<file path="config.mk">
export PLATFORM = sky130hd
export DESIGN_NAME = rename_top
export DESIGN_NICKNAME = d
export VERILOG_FILES = /design/src/design/isa_pkg.sv /design/src/design/uarch_pkg.sv /design/src/design/rename_map_table.sv /design/src/design/rob_tag_alloc.sv /design/src/design/rename_stage.sv /design/src/design/rename_top.sv
export VERILOG_INCLUDE_DIRS = /design/src /design/src/include
export SDC_FILE = /design/constraint.sdc
export NUM_CORES = 1
export LEC_CHECK = 0
export BUFFER_PORTS_ARGS = -buffer_cell sky130_fd_sc_hd__buf_2
export CAP_MARGIN = 10
export CORE_AREA = 2 2 208 210
export DETAILED_ROUTE_END_ITERATION = 8
export DIE_AREA = 0 0 210 212
export GPL_ROUTABILITY_DRIVEN = 0
export GPL_TIMING_DRIVEN = 0
export MAX_ROUTING_LAYER = met4
export PLACE_DENSITY = 0.8
export SETUP_SLACK_MARGIN = 0.15
export SLEW_MARGIN = 25
export SYNTH_ARGS = -nofsm -noshare
export SYNTH_HDL_FRONTEND = slang
export SYNTH_HIERARCHICAL = 1
export SYNTH_SLANG_ARGS = --single-unit
</file>
<file path="constraint.sdc">
create_clock -name clk -period 9.7 [get_ports clk]
set_input_delay 1.94 -clock clk [delete_from_list [all_inputs] [get_ports clk]]
set_output_delay 1.94 -clock clk [all_outputs]
set_load 0.01 [all_outputs]
</file>
<file path="src/include/rename_params.svh">
//--------------------------------------------------
// Rename parameters
// Group width, architectural register count and
// reorder buffer depth shared by the rename block
//--------------------------------------------------

`ifndef RENAME_PARAMS_SVH
`define RENAME_PARAMS_SVH

// Operations accepted from decode per cycle
`define PIPE_WIDTH 2

// Integer architectural registers, x0 included
`define NUM_ARCH_REGS 32

// Tags in flight
// Must stay a power of two so tag pointers wrap for free
`define ROB_DEPTH 16

`endif

</file>
<file path="src/design/isa_pkg.sv">
//--------------------------------------------------
// ISA package
// Architectural register index, operation classes
// and the operand usage of each class
//--------------------------------------------------

`include "rename_params.svh"

package isa_pkg;

    // Architectural register index
    typedef logic [$clog2(`NUM_ARCH_REGS)-1:0] arch_reg_t;

    // Operation class as seen by rename
    typedef enum logic [2:0] {
        op_alu     = 3'd0,
        op_alu_imm = 3'd1,
        op_load    = 3'd2,
        op_store   = 3'd3,
        op_branch  = 3'd4
    } opcode_e;

    // Stores and branches have no destination
    function automatic logic op_writes_rd(opcode_e op);
        return !(op inside {op_store, op_branch});
    endfunction

    // Immediate forms and loads take no second source
    function automatic logic op_uses_rs2(opcode_e op);
        return op inside {op_alu, op_store, op_branch};
    endfunction

endpackage

</file>
<file path="src/design/uarch_pkg.sv">
//--------------------------------------------------
// Microarchitecture package
// Reorder buffer tag and occupancy count types
//--------------------------------------------------

`include "rename_params.svh"

package uarch_pkg;

    // Reorder buffer tag, one per operation in flight
    typedef logic [$clog2(`ROB_DEPTH)-1:0] rob_tag_t;

    // Occupancy, one bit wider so a full ring is representable
    typedef logic [$clog2(`ROB_DEPTH):0] tag_count_t;

endpackage

</file>
<file path="src/design/rename_map_table.sv">
//--------------------------------------------------
// Register alias table
// Holds a renamed bit and producer tag per register
// Four lookup ports, two speculative writes, two
// tag-matched commit clears and a total flush
//--------------------------------------------------

`timescale 1ns/100ps

`include "rename_params.svh"

module rename_map_table (
    input  logic                                    clk,
    input  logic                                    rst,
    input  logic                                    flush,
    // Lookups, slot 0 rs1 and rs2 first, then slot 1
    input  isa_pkg::arch_reg_t  [3:0]               rd_addr,
    output logic                [3:0]               rd_renamed,
    output uarch_pkg::rob_tag_t [3:0]               rd_tag,
    // Speculative writes from rename
    input  logic                [`PIPE_WIDTH-1:0]   wr_en,
    input  isa_pkg::arch_reg_t  [`PIPE_WIDTH-1:0]   wr_addr,
    input  uarch_pkg::rob_tag_t [`PIPE_WIDTH-1:0]   wr_tag,
    // In-order commits
    input  logic                [`PIPE_WIDTH-1:0]   cmt_valid,
    input  isa_pkg::arch_reg_t  [`PIPE_WIDTH-1:0]   cmt_rd,
    input  uarch_pkg::rob_tag_t [`PIPE_WIDTH-1:0]   cmt_tag
);
    import isa_pkg::*;
    import uarch_pkg::*;

    logic [`NUM_ARCH_REGS-1:0]  renamed_q;
    rob_tag_t                   tag_q [`NUM_ARCH_REGS];

    // Per register events this cycle
    logic [`NUM_ARCH_REGS-1:0]  wr_hit;
    logic [`NUM_ARCH_REGS-1:0]  cmt_hit;

    //--------------------------------------------------
    // Update decode
    //--------------------------------------------------
    always_comb begin
        for (int r = 0; r < `NUM_ARCH_REGS; r++) begin
            wr_hit[r]  = 1'b0;
            cmt_hit[r] = 1'b0;
            for (int s = 0; s < `PIPE_WIDTH; s++) begin
                if (wr_en[s] && wr_addr[s] == arch_reg_t'(r)) begin
                    wr_hit[r] = 1'b1;
                end
                // Clear only if no younger producer took the entry over
                if (cmt_valid[s] && cmt_rd[s] == arch_reg_t'(r) && renamed_q[r] &&
                    tag_q[r] == cmt_tag[s]) begin
                    cmt_hit[r] = 1'b1;
                end
            end
        end
    end

    // Renamed bits, writes override clears
    always_ff @(posedge clk) begin
        if (rst || flush) begin
            renamed_q <= '0;
        end else begin
            renamed_q <= (renamed_q & ~cmt_hit) | wr_hit;
        end
    end

    // Producer tags
    // Slot 1 is applied last so it wins a same-register collision
    always_ff @(posedge clk) begin
        for (int s = 0; s < `PIPE_WIDTH; s++) begin
            if (wr_en[s]) begin
                tag_q[wr_addr[s]] <= wr_tag[s];
            end
        end
    end

    //--------------------------------------------------
    // Lookup
    //--------------------------------------------------
    always_comb begin
        for (int p = 0; p < 4; p++) begin
            // x0 is hardwired, never a dependency
            rd_renamed[p] = (rd_addr[p] != '0) && renamed_q[rd_addr[p]];
            rd_tag[p]     = rd_renamed[p] ? tag_q[rd_addr[p]] : '0;
        end
    end

    // The stage never allocates x0, so no commit can find it renamed
    a_no_x0_clear: assert property (@(posedge clk) disable iff (rst) !cmt_hit[0])
        else $error("commit cleared alias entry of register 0");

endmodule

</file>
<file path="src/design/rob_tag_alloc.sv">
//--------------------------------------------------
// ROB tag allocator
// Circular in-order ring of tags tracked by tail
// and occupancy; grants up to two tags per cycle,
// all or nothing, and frees tags on commit
//--------------------------------------------------

`timescale 1ns/100ps

`include "rename_params.svh"

module rob_tag_alloc (
    input  logic                                    clk,
    input  logic                                    rst,
    input  logic                                    flush,
    input  logic                [`PIPE_WIDTH-1:0]   alloc_req,
    input  logic                                    fire,
    output logic                [`PIPE_WIDTH-1:0]   alloc_gnt,
    output uarch_pkg::rob_tag_t [`PIPE_WIDTH-1:0]   alloc_tags,
    input  logic                [`PIPE_WIDTH-1:0]   cmt_valid,
    output uarch_pkg::tag_count_t                   free_count
);
    import uarch_pkg::*;

    // Next tag to hand out
    rob_tag_t   tail_q;
    // Tags in flight
    // Oldest one sits at tail minus occupancy
    tag_count_t count_q;

    tag_count_t n_req;
    tag_count_t n_gnt;
    tag_count_t n_alloc;
    tag_count_t n_cmt;
    logic       grant_ok;

    always_comb begin
        n_req = '0;
        n_gnt = '0;
        n_cmt = '0;
        for (int s = 0; s < `PIPE_WIDTH; s++) begin
            n_req = n_req + tag_count_t'(alloc_req[s]);
            n_gnt = n_gnt + tag_count_t'(alloc_gnt[s]);
            n_cmt = n_cmt + tag_count_t'(cmt_valid[s]);
        end
    end

    assign free_count = tag_count_t'(`ROB_DEPTH) - count_q;
    assign grant_ok   = free_count >= n_req;
    assign alloc_gnt  = grant_ok ? alloc_req : '0;
    assign n_alloc    = fire ? n_gnt : '0;

    // Tags in slot order from the tail, idle slots skip no tag
    always_comb begin
        rob_tag_t next_tag;
        next_tag = tail_q;
        for (int s = 0; s < `PIPE_WIDTH; s++) begin
            alloc_tags[s] = next_tag;
            next_tag      = next_tag + rob_tag_t'(alloc_req[s]);
        end
    end

    //--------------------------------------------------
    // Ring state
    //--------------------------------------------------
    always_ff @(posedge clk) begin
        if (rst || flush) begin
            tail_q  <= '0;
            count_q <= '0;
        end else begin
            tail_q  <= tail_q + rob_tag_t'(n_alloc);
            count_q <= count_q + n_alloc - n_cmt;
        end
    end

    a_no_overflow: assert property (@(posedge clk) disable iff (rst)
        count_q <= tag_count_t'(`ROB_DEPTH))
        else $error("tag ring occupancy above depth");

    // Commit side must never retire more than is in flight
    a_no_empty_commit: assert property (@(posedge clk) disable iff (rst)
        (|cmt_valid) |-> (n_cmt <= count_q))
        else $error("commit while tag ring empty");

endmodule

</file>
<file path="src/design/rename_stage.sv">
//--------------------------------------------------
// Rename stage
// Looks up sources, takes tags from the allocator,
// forwards slot 0's destination to slot 1, compacts
// a lone op into slot 0 and registers the group
// behind a ready/valid handshake to dispatch
//--------------------------------------------------

`timescale 1ns/100ps

`include "rename_params.svh"

module rename_stage (
    input  logic                                            clk,
    input  logic                                            rst,
    input  logic                                            flush,
    // Decode
    input  logic                [`PIPE_WIDTH-1:0]           dec_valid,
    output logic                                            dec_ready,
    input  isa_pkg::opcode_e    [`PIPE_WIDTH-1:0]           dec_opcode,
    input  isa_pkg::arch_reg_t  [`PIPE_WIDTH-1:0]           dec_rd,
    input  isa_pkg::arch_reg_t  [`PIPE_WIDTH-1:0]           dec_rs1,
    input  isa_pkg::arch_reg_t  [`PIPE_WIDTH-1:0]           dec_rs2,
    input  logic                [`PIPE_WIDTH-1:0][31:0]     dec_pc,
    // Dispatch
    output logic                [`PIPE_WIDTH-1:0]           out_valid,
    input  logic                                            out_ready,
    output isa_pkg::opcode_e    [`PIPE_WIDTH-1:0]           out_opcode,
    output logic                [`PIPE_WIDTH-1:0][31:0]     out_pc,
    output isa_pkg::arch_reg_t  [`PIPE_WIDTH-1:0]           out_rd,
    output uarch_pkg::rob_tag_t [`PIPE_WIDTH-1:0]           out_tag,
    output logic                [`PIPE_WIDTH-1:0]           out_rs1_renamed,
    output uarch_pkg::rob_tag_t [`PIPE_WIDTH-1:0]           out_rs1_tag,
    output logic                [`PIPE_WIDTH-1:0]           out_rs2_renamed,
    output uarch_pkg::rob_tag_t [`PIPE_WIDTH-1:0]           out_rs2_tag,
    // Tag allocator
    output logic                [`PIPE_WIDTH-1:0]           alloc_req,
    input  logic                [`PIPE_WIDTH-1:0]           alloc_gnt,
    input  uarch_pkg::rob_tag_t [`PIPE_WIDTH-1:0]           alloc_tags,
    output logic                                            fire,
    // Alias table
    output isa_pkg::arch_reg_t  [3:0]                       rd_addr,
    input  logic                [3:0]                       rd_renamed,
    input  uarch_pkg::rob_tag_t [3:0]                       rd_tag,
    output logic                [`PIPE_WIDTH-1:0]           wr_en,
    output isa_pkg::arch_reg_t  [`PIPE_WIDTH-1:0]           wr_addr,
    output uarch_pkg::rob_tag_t [`PIPE_WIDTH-1:0]           wr_tag
);
    import isa_pkg::*;
    import uarch_pkg::*;

    logic     [`PIPE_WIDTH-1:0] writes_rd;
    logic     [`PIPE_WIDTH-1:0] rs1_ren;
    logic     [`PIPE_WIDTH-1:0] rs2_ren;
    rob_tag_t [`PIPE_WIDTH-1:0] rs1_tag;
    rob_tag_t [`PIPE_WIDTH-1:0] rs2_tag;
    logic                       out_free;

    //--------------------------------------------------
    // Handshake
    //--------------------------------------------------
    assign alloc_req = dec_valid;
    // Output slot empties this edge, or is empty already
    assign out_free  = !(|out_valid) || out_ready;
    assign dec_ready = out_free && ((alloc_gnt & dec_valid) == dec_valid);
    assign fire      = (|dec_valid) && dec_ready;

    // Raw source indices straight to the table
    assign rd_addr = {dec_rs2[1], dec_rs1[1], dec_rs2[0], dec_rs1[0]};

    always_comb begin
        for (int s = 0; s < `PIPE_WIDTH; s++) begin
            writes_rd[s] = op_writes_rd(dec_opcode[s]) && (dec_rd[s] != '0);
        end
    end

    // New mappings, table resolves slot 1 over slot 0
    assign wr_en   = {`PIPE_WIDTH{fire}} & dec_valid & writes_rd;
    assign wr_addr = dec_rd;
    assign wr_tag  = alloc_tags;

    //--------------------------------------------------
    // Source renaming
    //--------------------------------------------------
    always_comb begin
        for (int s = 0; s < `PIPE_WIDTH; s++) begin
            rs1_ren[s] = rd_renamed[2*s];
            rs1_tag[s] = rd_tag[2*s];
            // Unused second source reads as architectural
            rs2_ren[s] = op_uses_rs2(dec_opcode[s]) && rd_renamed[2*s+1];
            rs2_tag[s] = rs2_ren[s] ? rd_tag[2*s+1] : '0;
        end
        // Intra-group dependency, table still holds the old mapping
        if (dec_valid[0] && writes_rd[0]) begin
            if (dec_rs1[1] == dec_rd[0]) begin
                rs1_ren[1] = 1'b1;
                rs1_tag[1] = alloc_tags[0];
            end
            if (op_uses_rs2(dec_opcode[1]) && dec_rs2[1] == dec_rd[0]) begin
                rs2_ren[1] = 1'b1;
                rs2_tag[1] = alloc_tags[0];
            end
        end
    end

    //--------------------------------------------------
    // Compaction and output register
    //--------------------------------------------------
    logic shift;

    // Lone slot 1 moves down to slot 0
    assign shift = !dec_valid[0] && dec_valid[1];

    always_ff @(posedge clk) begin
        if (rst || flush) begin
            out_valid <= '0;
        end else if (out_free) begin
            out_valid <= fire ? (shift ? 2'b01 : dec_valid) : '0;
        end
    end

    // Payload, slot 1 contents are don't-care when shifted
    always_ff @(posedge clk) begin
        if (fire) begin
            out_opcode[0]      <= dec_opcode[shift];
            out_pc[0]          <= dec_pc[shift];
            out_rd[0]          <= dec_rd[shift];
            out_tag[0]         <= alloc_tags[shift];
            out_rs1_renamed[0] <= rs1_ren[shift];
            out_rs1_tag[0]     <= rs1_tag[shift];
            out_rs2_renamed[0] <= rs2_ren[shift];
            out_rs2_tag[0]     <= rs2_tag[shift];

            out_opcode[1]      <= dec_opcode[1];
            out_pc[1]          <= dec_pc[1];
            out_rd[1]          <= dec_rd[1];
            out_tag[1]         <= alloc_tags[1];
            out_rs1_renamed[1] <= rs1_ren[1];
            out_rs1_tag[1]     <= rs1_tag[1];
            out_rs2_renamed[1] <= rs2_ren[1];
            out_rs2_tag[1]     <= rs2_tag[1];
        end
    end

    // Dispatch relies on slot 0 holding the oldest op
    a_compacted: assert property (@(posedge clk) disable iff (rst)
        out_valid[1] |-> out_valid[0])
        else $error("output slot 1 valid without slot 0");

endmodule

</file>
<file path="src/design/rename_top.sv">
//--------------------------------------------------
// Rename block top level
// Rename stage with its alias table and ROB tag
// allocator, commit ports shared by both
//--------------------------------------------------

`timescale 1ns/100ps

`include "rename_params.svh"

module rename_top (
    input  logic                                            clk,
    input  logic                                            rst,
    input  logic                                            flush,
    // Decode
    input  logic                [`PIPE_WIDTH-1:0]           dec_valid,
    output logic                                            dec_ready,
    input  isa_pkg::opcode_e    [`PIPE_WIDTH-1:0]           dec_opcode,
    input  isa_pkg::arch_reg_t  [`PIPE_WIDTH-1:0]           dec_rd,
    input  isa_pkg::arch_reg_t  [`PIPE_WIDTH-1:0]           dec_rs1,
    input  isa_pkg::arch_reg_t  [`PIPE_WIDTH-1:0]           dec_rs2,
    input  logic                [`PIPE_WIDTH-1:0][31:0]     dec_pc,
    // Dispatch
    output logic                [`PIPE_WIDTH-1:0]           out_valid,
    input  logic                                            out_ready,
    output isa_pkg::opcode_e    [`PIPE_WIDTH-1:0]           out_opcode,
    output logic                [`PIPE_WIDTH-1:0][31:0]     out_pc,
    output isa_pkg::arch_reg_t  [`PIPE_WIDTH-1:0]           out_rd,
    output uarch_pkg::rob_tag_t [`PIPE_WIDTH-1:0]           out_tag,
    output logic                [`PIPE_WIDTH-1:0]           out_rs1_renamed,
    output uarch_pkg::rob_tag_t [`PIPE_WIDTH-1:0]           out_rs1_tag,
    output logic                [`PIPE_WIDTH-1:0]           out_rs2_renamed,
    output uarch_pkg::rob_tag_t [`PIPE_WIDTH-1:0]           out_rs2_tag,
    // Commit
    input  logic                [`PIPE_WIDTH-1:0]           cmt_valid,
    input  isa_pkg::arch_reg_t  [`PIPE_WIDTH-1:0]           cmt_rd,
    input  uarch_pkg::rob_tag_t [`PIPE_WIDTH-1:0]           cmt_tag
);
    import isa_pkg::*;
    import uarch_pkg::*;

    // Stage to allocator
    logic       [`PIPE_WIDTH-1:0]   alloc_req;
    logic       [`PIPE_WIDTH-1:0]   alloc_gnt;
    rob_tag_t   [`PIPE_WIDTH-1:0]   alloc_tags;
    logic                           fire;

    // Stage to alias table
    arch_reg_t  [3:0]               rd_addr;
    logic       [3:0]               rd_renamed;
    rob_tag_t   [3:0]               rd_tag;
    logic       [`PIPE_WIDTH-1:0]   wr_en;
    arch_reg_t  [`PIPE_WIDTH-1:0]   wr_addr;
    rob_tag_t   [`PIPE_WIDTH-1:0]   wr_tag;

    rename_stage rename_stage_i (.*);

    rename_map_table rename_map_table_i (.*);

    // Occupancy reaches the stage only through the grants
    rob_tag_alloc rob_tag_alloc_i (
        .free_count (),
        .*
    );

endmodule

</file>
==> impl_metrics.env <==
export IMPL_power_mw=3.30
export IMPL_clkSinkCount=278
export IMPL_fin_crit_ns=6.25
export IMPL_cts_buffers=28
export IMPL_die_h_um=212
export IMPL_core_area_sq_mm=0.0425
export IMPL_slew_headroom=0.166
export IMPL_root_buffer="clkbuf_16"
export IMPL_antenna_found_initial=12
export IMPL_initial_core_util=0.493
export IMPL_power_density_mw_per_mm2=139
export IMPL_layout_drive_gt1_share=0.332
export IMPL_setup_tns_ns=0
export IMPL_cp_max_fo=7
export IMPL_grt_overflow=0
export IMPL_critPathCaptureType="flip-flop"
export IMPL_dieArea_sq_mm=0.0445
export IMPL_holdWs_ns=0.501
export IMPL_tightest_slew_ns=1.22
export IMPL_synthesis_nets=1916
export IMPL_startpoint_type="input port"
export IMPL_fin_crit_sh=0.645
export IMPL_slew_violations=0
export IMPL_maxCapViolCount=0
export IMPL_rsz0062_at_grt="no"
export IMPL_worstPathArrival_ns=6.46
export IMPL_grt_usage=0.363
export IMPL_post_dp_cell_area_sq_mm=0.0228
export IMPL_post_place_cells=2536
export IMPL_fp_row_count=76
export IMPL_ir_drop_mv=0.138
export IMPL_firstDrtPassIters=9
export IMPL_instances_no_fill=2598
export IMPL_nets=2165
export IMPL_cts_clk_slew_worst_paths_ns=0.06
export IMPL_leakage_nw=8.52
export IMPL_cts_hold_buf=0
export IMPL_outcome="complete, but fails checks"
export IMPL_dr_first_iter_drc_count=3525
export IMPL_syn_to_final_growth_pct=13.2
export IMPL_netlist_instances=1771
export IMPL_finalWorstSetupSlack_ns=3.45
export IMPL_design_portCount=237
export IMPL_violations="design-rule violations"
export IMPL_cts_buffer_depth=3
export IMPL_antenna_left=0
export IMPL_drt_total_wl_um=79600
export IMPL_viasPerCell=6.92
export IMPL_critical_path_required_ns=9.91
export IMPL_syn_area_sq_mm=0.0210
export IMPL_fin_util=0.558
export IMPL_post_cts_buffers=0
export IMPL_synth_warnings=6
export IMPL_fin_worst_skew_ns=0.0289
export IMPL_routedWlPerCell_um=30.6
export IMPL_num_fill_cells=3388
export IMPL_min_path_type="flip-flop to flip-flop"
export IMPL_drc=8
export IMPL_final_cell_area_sq_mm=0.0237
export IMPL_port_buffers=218
export IMPL_avgSynthCellArea_sq_um=11.8
export IMPL_grt_max_degree=81
export IMPL_max_freq_mhz=160
export IMPL_cts_resized=0
export IMPL_clk_latency_ns=0.58
export IMPL_finalSetupViolCount=0
export IMPL_via_count=17985
export IMPL_grt_pass1_vias=17557
export IMPL_cts_tree="yes"
export IMPL_fp_dieW_um=210
export IMPL_h_tree_depth=1
export IMPL_crit_type="input port to flip-flop"
export IMPL_hpwl_um=60700
export IMPL_hold_violations=0
export IMPL_grt_pass1_wl_um=113000
export IMPL_dp_slack_ns=3.20
## sequential cells by signal, summed over array words and instances (netlist names), 4 cells and up
signal and cells:
rename_map_table_i/renamed_q 31, rename_map_table_i/tag_q 128, rename_stage_i/out_opcode 6, rename_stage_i/out_pc 64, rename_stage_i/out_rd 10, rename_stage_i/out_rs1_tag 8
rename_stage_i/out_rs2_tag 8, rename_stage_i/out_tag 8, rob_tag_alloc_i/count_q 5, rob_tag_alloc_i/tail_q 4
## area by class of cell
class / instances / area, sq um / share of cell area
clock buffer: 35 / 748 / 0.0315
clock inverter: 16 / 169 / 0.00712
antenna: 11 / 27.5 / 0.00116
sequential: 278 / 7930 / 0.334
multi-input combinational: 1281 / 12000 / 0.505
timing repair buffer: 219 / 1120 / 0.0472
buffer: 175 / 922 / 0.0389
inverter: 37 / 144 / 0.00607
tap: 546 / 683 / 0.0288
## routing by layer
layer	vias to the layer above	track usage	part of all wire
met4	0	0.268	0.091
met5	-	-	0
met3	540	0.142	0.16
met1	8358	0.404	0.32
li1	7135	-	-
met2	1952	0.531	0.43
## placed cells by master, fill, tap and decap left out, drive strengths merged, types with 26 or more instances in the layout
cell type and count:
nand3 27, nor4 35, xnor2 104, nand2 233, dfxtp 42, a31oi 31, mux2i 49, nor2 48
edfxtp 236, buf 327, clkbuf 102, xor2 160, inv 39, o21a 26, mux4 168, mux2 146
o21ai 35
## where the power goes
group	internal (mW)	switching [mW]	total [mW]	leakage, nW
clock	0.627	0.460	1.09	0.440
sequential	1.41	0.0455	1.45	2.39
combinational	0.295	0.463	0.758	5.69
total	2.33	0.969	3.30	8.52
## path summary, 6_finish.rpt
check / start / to / slack [ns] / cells past startpoint
worst max-delay path: dec_valid[0] / rename_map_table_i/tag_q[2][0]$_DFFE_PP_ / 3.45 / 15
worst min-delay path: rename_stage_i/out_valid[0]$_SDFFE_PP0P_ / rename_stage_i/out_valid[0]$_SDFFE_PP0P_ / 0.50 / 2
worst max register to register: rob_tag_alloc_i/count_q[0]$_SDFF_PP0_ / rename_map_table_i/tag_q[2][0]$_DFFE_PP_ / 4.82 / 13
worst min register to register: rename_stage_i/out_valid[0]$_SDFFE_PP0P_ / rename_stage_i/out_valid[0]$_SDFFE_PP0P_ / 0.50 / 2
## critical path: stages
cell and delay [ns]:
buf_2 0.16, buf_4 0.17, ha_1 0.31, ha_1 0.28, nand2b_1 0.10, a211oi_1 0.08
a31oi_1 0.28, o22ai_1 0.15, a21oi_1 0.25, nand2_1 0.11, nor4b_2 0.66, nand2_1 0.19
nor3_1 0.95, nand2_1 0.38, o21ai_0 0.46
Note: power is estimated with default switching activity, not from simulation.
